`src/source/pipeline_tail_pkg.sv`:
```
package pipeline_tail_pkg;

    //////////////////////////////////////////////////
    // Widths and plain vector types
    //////////////////////////////////////////////////

    // Widest buffer address any instance may use
    localparam int FB_ADDR_MAX_W = 16;

    // 12-bit RGB, red in the top nibble
    typedef logic [11:0] pixel_t;

    // One VGA colour channel
    typedef logic [3:0] color_t;

    // Frame buffer address at full width
    typedef logic [FB_ADDR_MAX_W-1:0] fb_addr_t;

    //////////////////////////////////////////////////
    // Stream and write port bundles
    //////////////////////////////////////////////////

    // Frame markers carried with each pixel
    typedef struct packed {
        logic sof;
        logic eof;
    } pixel_meta_t;

    // Stream payload, 14 bits
    typedef struct packed {
        pixel_t      pixel;
        pixel_meta_t meta;
    } pixel_beat_t;

    // Write port from the drawing manager to a frame buffer
    // Instances only look at the low address bits they need
    typedef struct packed {
        logic     en;
        fb_addr_t addr;
        pixel_t   data;
    } fb_write_t;

    //////////////////////////////////////////////////
    // State machines
    //////////////////////////////////////////////////

    // Drawing manager states
    // DRAW          accepting beats
    // REQ_SWAP      frame done, waiting for ack
    // WAIT_RELEASE  waiting for ack to fall
    typedef enum logic [1:0] {
        DRAW         = 2'd0,
        REQ_SWAP     = 2'd1,
        WAIT_RELEASE = 2'd2
    } draw_state_t;

endpackage
```
`src/source/drawing_manager.sv`:
```
`timescale 1ns/1ps

module drawing_manager (
    input  logic                           clk_display,
    input  logic                           rstn_display,

    // Pixel stream in
    input  logic                           pixel_valid,
    input  pipeline_tail_pkg::pixel_beat_t pixel_beat,
    output logic                           pixel_ready,

    // Back buffer write port
    output pipeline_tail_pkg::fb_write_t   fb_wr,

    // Frame done handshake
    output logic                           swap_req,
    input  logic                           swap_ack
);

    pipeline_tail_pkg::draw_state_t state;
    pipeline_tail_pkg::draw_state_t state_next;
    pipeline_tail_pkg::pixel_meta_t meta;
    pipeline_tail_pkg::fb_addr_t    addr_cnt;
    pipeline_tail_pkg::fb_addr_t    wr_addr;
    logic                           accept;

    //////////////////////////////////////////////////
    // Stream acceptance and write port
    //////////////////////////////////////////////////

    assign meta        = pixel_beat.meta;
    assign pixel_ready = (state == pipeline_tail_pkg::DRAW);
    assign accept      = pixel_valid && pixel_ready;

    // A beat with sof always lands at the top left
    assign wr_addr = meta.sof ? '0 : addr_cnt;

    always_comb begin
        fb_wr.en   = accept;
        fb_wr.addr = wr_addr;
        fb_wr.data = pixel_beat.pixel;
    end

    // Next write position
    always_ff @(posedge clk_display or negedge rstn_display) begin
        if (!rstn_display) begin
            addr_cnt <= '0;
        end else if (accept) begin
            if (meta.eof) begin
                addr_cnt <= '0;
            end else begin
                addr_cnt <= wr_addr + 1'b1;
            end
        end
    end

    //////////////////////////////////////////////////
    // Frame done FSM
    //////////////////////////////////////////////////

    always_comb begin
        state_next = state;
        case (state)
            pipeline_tail_pkg::DRAW: begin
                if (accept && meta.eof) begin
                    state_next = pipeline_tail_pkg::REQ_SWAP;
                end
            end
            pipeline_tail_pkg::REQ_SWAP: begin
                // Hold the request until the controller answers
                if (swap_ack) begin
                    state_next = pipeline_tail_pkg::WAIT_RELEASE;
                end
            end
            pipeline_tail_pkg::WAIT_RELEASE: begin
                if (!swap_ack) begin
                    state_next = pipeline_tail_pkg::DRAW;
                end
            end
            default: begin
                state_next = pipeline_tail_pkg::DRAW;
            end
        endcase
    end

    always_ff @(posedge clk_display or negedge rstn_display) begin
        if (!rstn_display) begin
            state <= pipeline_tail_pkg::DRAW;
        end else begin
            state <= state_next;
        end
    end

    // Request is a straight decode of a registered state
    assign swap_req = (state == pipeline_tail_pkg::REQ_SWAP);

endmodule

```
`config.mk`:
```
export PLATFORM = sky130hd
export DESIGN_NAME = drawing_manager
export DESIGN_NICKNAME = d
export VERILOG_FILES = /design/src/source/pipeline_tail_pkg.sv /design/src/source/drawing_manager.sv
export SDC_FILE = /design/constraint.sdc
export NUM_CORES = 1
export LEC_CHECK = 0
export ABC_AREA = 1
export BUFFER_PORTS_ARGS = -buffer_cell sky130_fd_sc_hd__buf_4
export CORE_MARGIN = 2
export CORE_UTILIZATION = 45
export CTS_CLUSTER_SIZE = 24
export DETAILED_ROUTE_END_ITERATION = 6
export PLACE_DENSITY = 0.84
export SLEW_MARGIN = 20
export SYNTH_ARGS = -nofsm -noshare
export SYNTH_HDL_FRONTEND = slang
export SYNTH_SLANG_ARGS = --single-unit
```
`constraint.sdc`:
```
create_clock -name clk_display -period 3.3 [get_ports clk_display]
set_input_delay 0.33 -clock clk_display [delete_from_list [all_inputs] [get_ports clk_display]]
set_output_delay 0.33 -clock clk_display [all_outputs]
set_load 0.1 [all_outputs]
```
==> impl_metrics.tcl <==
set metrics [dict create \
    antenna_cells 0 \
    cts_tree "done" \
    violations "design-rule violations" \
    nets 230 \
    path_cells "nor2_2 > nand2_1 > inv_1 > buf_4" \
    num_io_pins 49 \
    yosysSeqAreaShare_pct 33.5 \
    tightest_slew_ps 633 \
    layout_common_cells "nand2_1, inv_1, buf_4, nand3_1, nor2_1" \
    path_max_fanout 15 \
    cp.depth 4 \
    initial_core_util_pct 47.9 \
    postRouteAntennaNets 0 \
    ys_types 23 \
    critical_path_class "flop to primary output" \
    finalSetupViolCount 0 \
    grt_util_met1_pct 23.5 \
    synth_edf_count 0 \
    met3_usage_pct 3.52 \
    cts_max_level 1 \
    r2r-end "addr_cnt[4]$_DFFE_PN0N_" \
    powerDensity_mw_per_mm2 426 \
    peakVddDrop_uv 320 \
    startpoint_type "flop" \
    cp.required_ps 2970 \
    vias 1216 \
    async_flop_share_pct 100 \
    antenna_found_initial 0 \
    yosysTopAreaCell "dfrtp_1" \
    drv_slew 0 \
    clk_pin_slew_worst_paths_ps 100 \
    gr-total-overflow 0 \
    endpoint_kind "primary output" \
    gr-usage-met2_pct 28.9 \
    max_stage_delay_ps 410 \
    power.total_uw 625 \
    grt_setup_unrepaired "false" \
    syn_to_final_growth_pct 9.31 \
    gp_congestion 0.825 \
    drive_gt1_share_pct 21.3 \
    clock_skew_ps 6.69 \
    drtPass1Iterations 7 \
    finalHoldViolations 0 \
    wl_per_cell_um 11.6 \
    cts.path.max_buffers 2 \
    drt-total-wl_mm 2.80 \
    post-route-min-period_ps 2050 \
    cts-root-buf "clkbuf_4" \
    synth_cells 199 \
    io_buffers 24 \
    yosys.area.top_type_share_pct 33.5 \
    fin_cells 242 \
    timing.final.crit_share_pct 62.2 \
    path_buf_inv 2 \
    ys_warn_count 0 \
    grt_pass1_wl_mm 4.60 \
    layout_commonest_cell "nand2_1" \
    critPathTopFamily "buffers and inverters" \
    crit_path_end "fb_wr[28]" \
    layout_setup_ws_ps 1250 \
    cts-hold-fix-buffers 1 \
    busiest_layer "met2" \
    die_w_um 58.6 \
    arrival_ps 1720 \
    drtIter0Drc 59 \
    ys.flop_type "dfrtp_1" \
    r2r-start "state[1]$_DFFE_PN0P_" \
    syn_nets 217 \
    hold_class "input port to flop" \
    p_leak_uw 0.000814 \
    gr-usage-all-layers_pct 17.6 \
    clock_sinks 18 \
    num_rows 19 \
    clk_latency_ps 300 \
    core_mm2 0.00281 \
    reg2regPathDepth 5 \
    synth.top_cells.by_area "dfrtp_1, nand2_1, nand3_1" \
    fin_hold_ws_ps 224 \
    maxSlewHeadroom_pct 57.8 \
    tns_ps 0 \
    cts_resized 0 \
    outcome "finished with violations" \
    postCtsSetupBuffers 0 \
    grt_max_degree 20 \
    ys_seq_elements 18 \
    vias_per_cell 5.02 \
    place_ws_ps 1410 \
    crit_path_top_delay_cell "dfrtp_1" \
    cts_inserted_buffers 3 \
    dieHeight_um 58.6 \
    crit_path_start "state[1]$_DFFE_PN0P_" \
    fmax_mhz 487 \
    syn_area_per_cell_um2 6.75 \
    r2r_slack_ps 1380 \
    syn_area_mm2 0.00134 \
    dieArea_mm2 0.00344 \
    cap_violations 0 \
    dp.cells 237 \
    hpwl_mm 2.15 \
    grt_pass1_vias 1056 \
    drc 4 \
]
## kinds of logic (layout without fill, tap and decap cells)
family,Yosys count,in the layout,share of synthesized area (%)
AOI/OAI and AO/OA,10,10,4.19
buffers and inverters,46,58,19.1
DFF,18,18,33.5
and+or+nand+nor,125,125,43.2
## cell type report
class                   instances  area, um2
clock buffers                   4       36.3
fillers                       279       1340
inverters                      29        116
multi-input cells             135        637
flip-flops and latches         18        450
well taps                      31       38.8
repair buffers                 25        190
## synthesized netlist by cell type (3+ instances only)
cell type and count:
nand2_2 4, nor2_2 6, nand3_1 23, nand2_1 63, inv_1 27, o21ai_0 6
dfrtp_1 18, nor2_1 20, nor2_4 3, nand4_1 3, buf_4 14
## sequential cells by signal (all words and copies together), names as in the netlist
register  count
state         2
addr_cnt     16
## power breakdown
part           leakage (uW)  internal [uW]  total [uW]  switching [uW]
Clock             0.0000210           67.3         138            70.6
Sequential         0.000248            237         255            18.2
Combinational      0.000545           43.0         232             189
Total              0.000814            347         625             278
## worst min path at each step
stage | start | to | depth (start not counted)
3_3_place_gp | rstn_display | addr_cnt[12]$_DFFE_PN0N_ | 1
5_1_grt | swap_ack | state[0]$_DFFE_PN0P_ | 2
3_5_place_dp | rstn_display | addr_cnt[12]$_DFFE_PN0N_ | 1
4_1_cts | swap_ack | state[0]$_DFFE_PN0P_ | 2
2_1_floorplan | rstn_display | addr_cnt[0]$_DFFE_PN0N_ | 0
6_report | swap_ack | state[0]$_DFFE_PN0P_ | 2
## metal layers
layer | vias to the layer above | wire [um] | share of wire [%]
li1 | 631 | - | -
met3 | 5 | 215 | 7.7
met4 | 0 | 38 | 1.4
met2 | 43 | 1350 | 48
met1 | 537 | 1200 | 43
met5 | - | 0 | 0
## stage by stage
stage               utilization [%]  instance area [um2]
finish                         52.4                 1470
global route                   52.4                 1470
CTS                            52.4                 1470
detailed placement             50.7                 1420
global placement               50.7                 1420
floorplan                         -                 1340
Power figures use the tool's default switching activity.
