`src/source/pipeline_tail_pkg.sv`:
```
package pipeline_tail_pkg;

    //////////////////////////////////////////////////
    // Widths and plain vector types
    //////////////////////////////////////////////////

    // Widest buffer address any instance may use
    localparam int FB_ADDR_MAX_W = 16;

    // 12-bit RGB, red in the top nibble
    typedef logic [11:0] pixel_t;

    // One VGA colour channel
    typedef logic [3:0] color_t;

    // Frame buffer address at full width
    typedef logic [FB_ADDR_MAX_W-1:0] fb_addr_t;

    //////////////////////////////////////////////////
    // Stream and write port bundles
    //////////////////////////////////////////////////

    // Frame markers carried with each pixel
    typedef struct packed {
        logic sof;
        logic eof;
    } pixel_meta_t;

    // Stream payload, 14 bits
    typedef struct packed {
        pixel_t      pixel;
        pixel_meta_t meta;
    } pixel_beat_t;

    // Write port from the drawing manager to a frame buffer
    // Instances only look at the low address bits they need
    typedef struct packed {
        logic     en;
        fb_addr_t addr;
        pixel_t   data;
    } fb_write_t;

    //////////////////////////////////////////////////
    // State machines
    //////////////////////////////////////////////////

    // Drawing manager states
    // DRAW          accepting beats
    // REQ_SWAP      frame done, waiting for ack
    // WAIT_RELEASE  waiting for ack to fall
    typedef enum logic [1:0] {
        DRAW         = 2'd0,
        REQ_SWAP     = 2'd1,
        WAIT_RELEASE = 2'd2
    } draw_state_t;

endpackage
```
`src/source/display_scan.sv`:
```
`timescale 1ns/1ps

module display_scan #(
    parameter int H_ACTIVE    = 640,
    parameter int H_FRONT     = 16,
    parameter int H_SYNC      = 96,
    parameter int H_BACK      = 48,
    parameter int V_ACTIVE    = 480,
    parameter int V_FRONT     = 10,
    parameter int V_SYNC      = 2,
    parameter int V_BACK      = 33,
    parameter int BUF_W       = 160,
    parameter int SCALE_SHIFT = 2,
    parameter int ADDR_W      = 15
) (
    input  logic                      clk_display,
    input  logic                      rstn_display,

    // Frame buffer read side
    output logic [ADDR_W-1:0]         rd_addr,
    input  pipeline_tail_pkg::pixel_t rd_data,

    output logic                      blank_start,

    // VGA out, syncs active low
    output logic                      vga_hsync,
    output logic                      vga_vsync,
    output pipeline_tail_pkg::color_t vga_red,
    output pipeline_tail_pkg::color_t vga_green,
    output pipeline_tail_pkg::color_t vga_blue
);

    localparam int H_TOTAL = H_ACTIVE + H_FRONT + H_SYNC + H_BACK;
    localparam int V_TOTAL = V_ACTIVE + V_FRONT + V_SYNC + V_BACK;
    localparam int H_CNT_W = $clog2(H_TOTAL);
    localparam int V_CNT_W = $clog2(V_TOTAL);

    typedef logic [H_CNT_W-1:0] h_count_t;
    typedef logic [V_CNT_W-1:0] v_count_t;

    h_count_t h_cnt;
    v_count_t v_cnt;
    logic     active;
    logic     hsync;
    logic     vsync;
    logic     active_d;
    logic     hsync_d;
    logic     vsync_d;

    //////////////////////////////////////////////////
    // Free running counters
    //////////////////////////////////////////////////

    always_ff @(posedge clk_display or negedge rstn_display) begin
        if (!rstn_display) begin
            h_cnt <= '0;
            v_cnt <= '0;
        end else if (h_cnt == h_count_t'(H_TOTAL - 1)) begin
            h_cnt <= '0;
            if (v_cnt == v_count_t'(V_TOTAL - 1)) begin
                v_cnt <= '0;
            end else begin
                v_cnt <= v_cnt + 1'b1;
            end
        end else begin
            h_cnt <= h_cnt + 1'b1;
        end
    end

    //////////////////////////////////////////////////
    // Timing decode
    //////////////////////////////////////////////////

    assign active = (h_cnt < h_count_t'(H_ACTIVE)) && (v_cnt < v_count_t'(V_ACTIVE));

    // Sync pulse sits right after the front porch
    assign hsync = !((h_cnt >= h_count_t'(H_ACTIVE + H_FRONT)) &&
                     (h_cnt <  h_count_t'(H_ACTIVE + H_FRONT + H_SYNC)));
    assign vsync = !((v_cnt >= v_count_t'(V_ACTIVE + V_FRONT)) &&
                     (v_cnt <  v_count_t'(V_ACTIVE + V_FRONT + V_SYNC)));

    // First pixel of the first line below the picture
    assign blank_start = (h_cnt == '0) && (v_cnt == v_count_t'(V_ACTIVE));

    // Each stored pixel covers a 2^SCALE_SHIFT square on screen
    // Address parks at 0 outside the picture
    always_comb begin
        if (active) begin
            rd_addr = ADDR_W'((v_cnt >> SCALE_SHIFT) * BUF_W + (h_cnt >> SCALE_SHIFT));
        end else begin
            rd_addr = '0;
        end
    end

    //////////////////////////////////////////////////
    // Alignment with read data and output register
    //////////////////////////////////////////////////

    // Stage 1 matches the buffer's read latency
    always_ff @(posedge clk_display or negedge rstn_display) begin
        if (!rstn_display) begin
            active_d <= 1'b0;
            hsync_d  <= 1'b1;
            vsync_d  <= 1'b1;
        end else begin
            active_d <= active;
            hsync_d  <= hsync;
            vsync_d  <= vsync;
        end
    end

    always_ff @(posedge clk_display or negedge rstn_display) begin
        if (!rstn_display) begin
            vga_hsync <= 1'b1;
            vga_vsync <= 1'b1;
            vga_red   <= '0;
            vga_green <= '0;
            vga_blue  <= '0;
        end else begin
            vga_hsync <= hsync_d;
            vga_vsync <= vsync_d;
            vga_red   <= active_d ? rd_data[11:8] : '0;
            vga_green <= active_d ? rd_data[7:4]  : '0;
            vga_blue  <= active_d ? rd_data[3:0]  : '0;
        end
    end

endmodule

```
`config.mk`:
```
export PLATFORM = sky130hd
export DESIGN_NAME = display_scan
export DESIGN_NICKNAME = d
export VERILOG_FILES = /design/src/source/pipeline_tail_pkg.sv /design/src/source/display_scan.sv
export SDC_FILE = /design/constraint.sdc
export NUM_CORES = 1
export LEC_CHECK = 0
export BUFFER_PORTS_ARGS = -buffer_cell sky130_fd_sc_hd__buf_2
export CAP_MARGIN = 30
export CORE_MARGIN = 1.5
export CORE_UTILIZATION = 45
export CTS_CLUSTER_SIZE = 20
export DETAILED_ROUTE_END_ITERATION = 10
export GPL_TIMING_DRIVEN = 0
export MAX_ROUTING_LAYER = met4
export PLACE_DENSITY = 0.66
export SKIP_LAST_GASP = 1
export SLEW_MARGIN = 0
export SYNTH_ARGS = -nofsm -noshare
export SYNTH_HDL_FRONTEND = slang
export SYNTH_SLANG_ARGS = --single-unit
```
`constraint.sdc`:
```
create_clock -name clk_display -period 3.2 [get_ports clk_display]
set_input_delay 0.16 -clock clk_display [delete_from_list [all_inputs] [get_ports clk_display]]
set_output_delay 0.16 -clock clk_display [all_outputs]
set_load 0.03 [all_outputs]
```
==> results.json <==
{
  "status": "completed",
  "ys_seq_area_share_pct": 42.2,
  "whs_endpoint": "vga_blue[2]",
  "grt_antenna_before_repair": 0,
  "ys_top_cells_by_count": "dfrtp_1, and2_1, ha_1",
  "r2r_start": "h_cnt[7]",
  "grt_pass1_wl_um": 6830,
  "initial_core_util_pct": 46.7,
  "drt_iter0_markers": 75,
  "cp_cell_sequence": "ha_1, ha_1, inv_1, fa_2, xnor2_2, nor2b_2, nand4_1, a2111oi_2, nor3_1, buf_4",
  "ys.flop_type": "dfrtp_1",
  "layout_min_cycle_time_ns": 3.08,
  "syn_inst": 215,
  "nFillCells": 427,
  "rows": 25,
  "vias_per_cell": 5.03,
  "setup_viol_count_final": 0,
  "dp_slack_ns": 0.303,
  "cts_tree": "yes",
  "worstSetupPathType": "register to output pin",
  "wl_per_cell_um": 13.0,
  "cp-end-kind": "output pin",
  "ff2ff_path_depth": 5,
  "cp-start-kind": "register",
  "final_layout_size_suffix_gt1_share_pct": 32.1,
  "grt_max_degree": 38,
  "met2_usage_pct": 26.6,
  "slew_headroom_pct": 45.7,
  "fin_ws_ns": 0.117,
  "globalRouteMet3Util_pct": 3.87,
  "cp_max_fo": 7,
  "area_growth_pct": 22.7,
  "synthTopCellsByArea": "dfrtp_1, ha_1, and2_1, dfstp_2, xnor2_1",
  "die_x_um": 73.0,
  "tightest_slew_ns": 0.815,
  "min_from": "rd_data[2]",
  "finalCritPeriodShare_pct": 96.3,
  "synth_edf_count": 0,
  "synth_cell_types": 46,
  "reg2reg_slack_ns": 1.18,
  "peakVddDrop_mv": 0.221,
  "dp_hpwl_um": 3030,
  "gr-total-overflow": 0,
  "synth.cell_area_sq_mm": 0.00221,
  "cp_slowest_cell": "dfrtp_2",
  "nNetsFinal": 305,
  "htreeDepth": 2,
  "gp_congestion": 0.807,
  "sw_frac_of_total_pct": 23.4,
  "timing_hold_violations_final": 0,
  "synth.top_cell.area_share_pct": 37.4,
  "fp.dieH_um": 73.0,
  "top_usage_layer": "met2",
  "cts_buffers": 5,
  "drt_pass1_iterations": 4,
  "worstHoldPathCells": 2,
  "grt_pass1_vias": 1567,
  "antenna_left": 0,
  "seq_power_share_pct": 57.0,
  "ios": 44,
  "timing.rr.end": "v_cnt[6]",
  "grt_use_total_pct": 16.8,
  "crit_required_ns": 3.04,
  "syn_avg_cell_area_sq_um": 10.3,
  "clock_skew_ns": 0.00487,
  "vias": 1700,
  "cts_sinks": 37,
  "diodes": 0,
  "fin_util_pct": 57.3,
  "combPwrFrac_pct": 5.5,
  "wl_um": 4390,
  "yosys_warnings": 0,
  "yosys.area.top_type": "dfrtp_1",
  "p_per_area_mw_per_mm2": 309,
  "p_leak_uw": 0.00132,
  "synth_fp_nets": 250,
  "arrival_ns": 2.92,
  "p_total_uw": 837,
  "async_reset_ff_share_pct": 100,
  "slowest_delay_ns": 0.46,
  "core_region_area_sq_mm": 0.00472,
  "ys_seq_elements": 37,
  "p_clk_share_pct": 37.5,
  "clock_path_buffers": 2,
  "clk_latency_ns": 0.29,
  "port_buffers": 43,
  "clk_pin_slew_worst_paths_ns": 0.07,
  "power.internal_uw": 641,
  "synth_most_common_cell": "dfrtp_1",
  "grt.met1_usage_pct": 21.6,
  "max_freq_mhz": 324,
  "crit_top_cell": "ha_1",
  "drv_slew": 0,
  "maxCapViolations": 0,
  "die-area_sq_mm": 0.00533,
  "drc": 0,
  "hold_class": "input pin to register",
  "clockRootBuffer": "clkbuf_8",
  "switchingPower_uw": 196
}
==> through the flow <==
stage | instance area [sq um] | cells | TNS (ns) | hold WS, ns
2_1_floorplan | 2210 | 215 | 0 | -0.136
3_3_place_gp | 2510 | 325 | 0 | 0.293
3_5_place_dp | 2510 | 325 | 0 | 0.298
4_1_cts | 2600 | 334 | 0 | 0.0713
5_1_grt | 2710 | 338 | -0.0173 | 0.0669
6_report | 2710 | 338 | 0 | 0.0761
==> worst max-delay path, delay by kind of cell (launching register included) <==
family,cells,cell delay [ns]
buffers and inverters,2,0.25
AOI/OAI and AO/OA,1,0.44
and+or+nand+nor,3,0.48
xor gates and xnor gates,1,0.16
adders and majority gates,3,0.85
DFF,1,0.46
==> layout by cell type (no fill, tap or decap), types with 3 or more instances in the layout <==
master    count
clkbuf_8      5
nand4_1       9
nand2_1      10
xor2_1        9
nor3_1        4
buf_2        45
xnor2_1      10
ha_1         18
nand3_1       8
nor2_1       15
dfrtp_2       4
a21o_1        3
dfrtp_1      29
buf_4         5
and3_1        3
o21ai_0      11
inv_1        10
and2_1       20
dfstp_2       4
==> worst max path at each step <==
stage             start     endpoint  slack [ns]  cells after the start
6_report       v_cnt[5]  rd_addr[14]        0.12                     10
5_1_grt        v_cnt[5]  rd_addr[14]       -0.02                     10
4_1_cts        v_cnt[6]  rd_addr[14]        0.02                      8
3_5_place_dp   v_cnt[3]  rd_addr[14]        0.30                     10
3_3_place_gp   v_cnt[3]  rd_addr[14]        0.34                     10
2_1_floorplan  v_cnt[6]  rd_addr[14]        0.20                      7
==> metal layers <==
metal | part of all wire, % | routed length (um)
met4 | 0.57 | 25
met3 | 3.1 | 135
met2 | 49 | 2140
met5 | 0 | 0
met1 | 48 | 2090
==> layout make-up <==
class	count	area, sq um	area share, %
flip-flops and latches	37	936	34.6
repair buffers	48	258	9.52
plain buffers	5	30.0	1.11
multi-input cells	163	1280	47.1
clock buffers	5	68.8	2.54
clock inverters	3	17.5	0.647
inverters	10	37.5	1.39
well taps	67	83.8	3.10
==> state kept, by name (all words and copies together) (netlist names) <==
name	cells
hsync_d	1
active_d	1
vga_hsync	1
vga_vsync	1
v_cnt	10
h_cnt	10
vga_blue	4
vga_green	4
vga_red	4
vsync_d	1
==> power groups by stage <==
stage	sequential, uW	clock [uW]	combinational (uW)
3_3_place_gp	485	0	45.6
3_5_place_dp	486	0	46.3
4_1_cts	477	322	47.2
6_report	477	314	46.2
5_1_grt	477	345	50.9
2_1_floorplan	503	0	5.11
==> kinds of logic after synthesis <==
logic type	share of synthesized area, %
AO/OA/AOI/OAI	8.56
XOR/XNOR	7.94
adder cells (fa/ha/maj)	12.6
buffers and inverters	3.06
flip-flops	42.2
multiplexers	0.964
AND/OR/NAND/NOR	24.7
==> timing repair <==
| action | 4_1_cts | 5_1_grt |
|---|---|---|
| setup endpoints to repair | 1 | 2 |
| gates resized for setup | 1 | 17 |
| hold endpoints to repair | 33 | 0 |
| hold buffers | 1 | 0 |
| pin swaps | 0 | 1 |
| setup buffers | 0 | 4 |
Power figures use the tool's default switching activity.
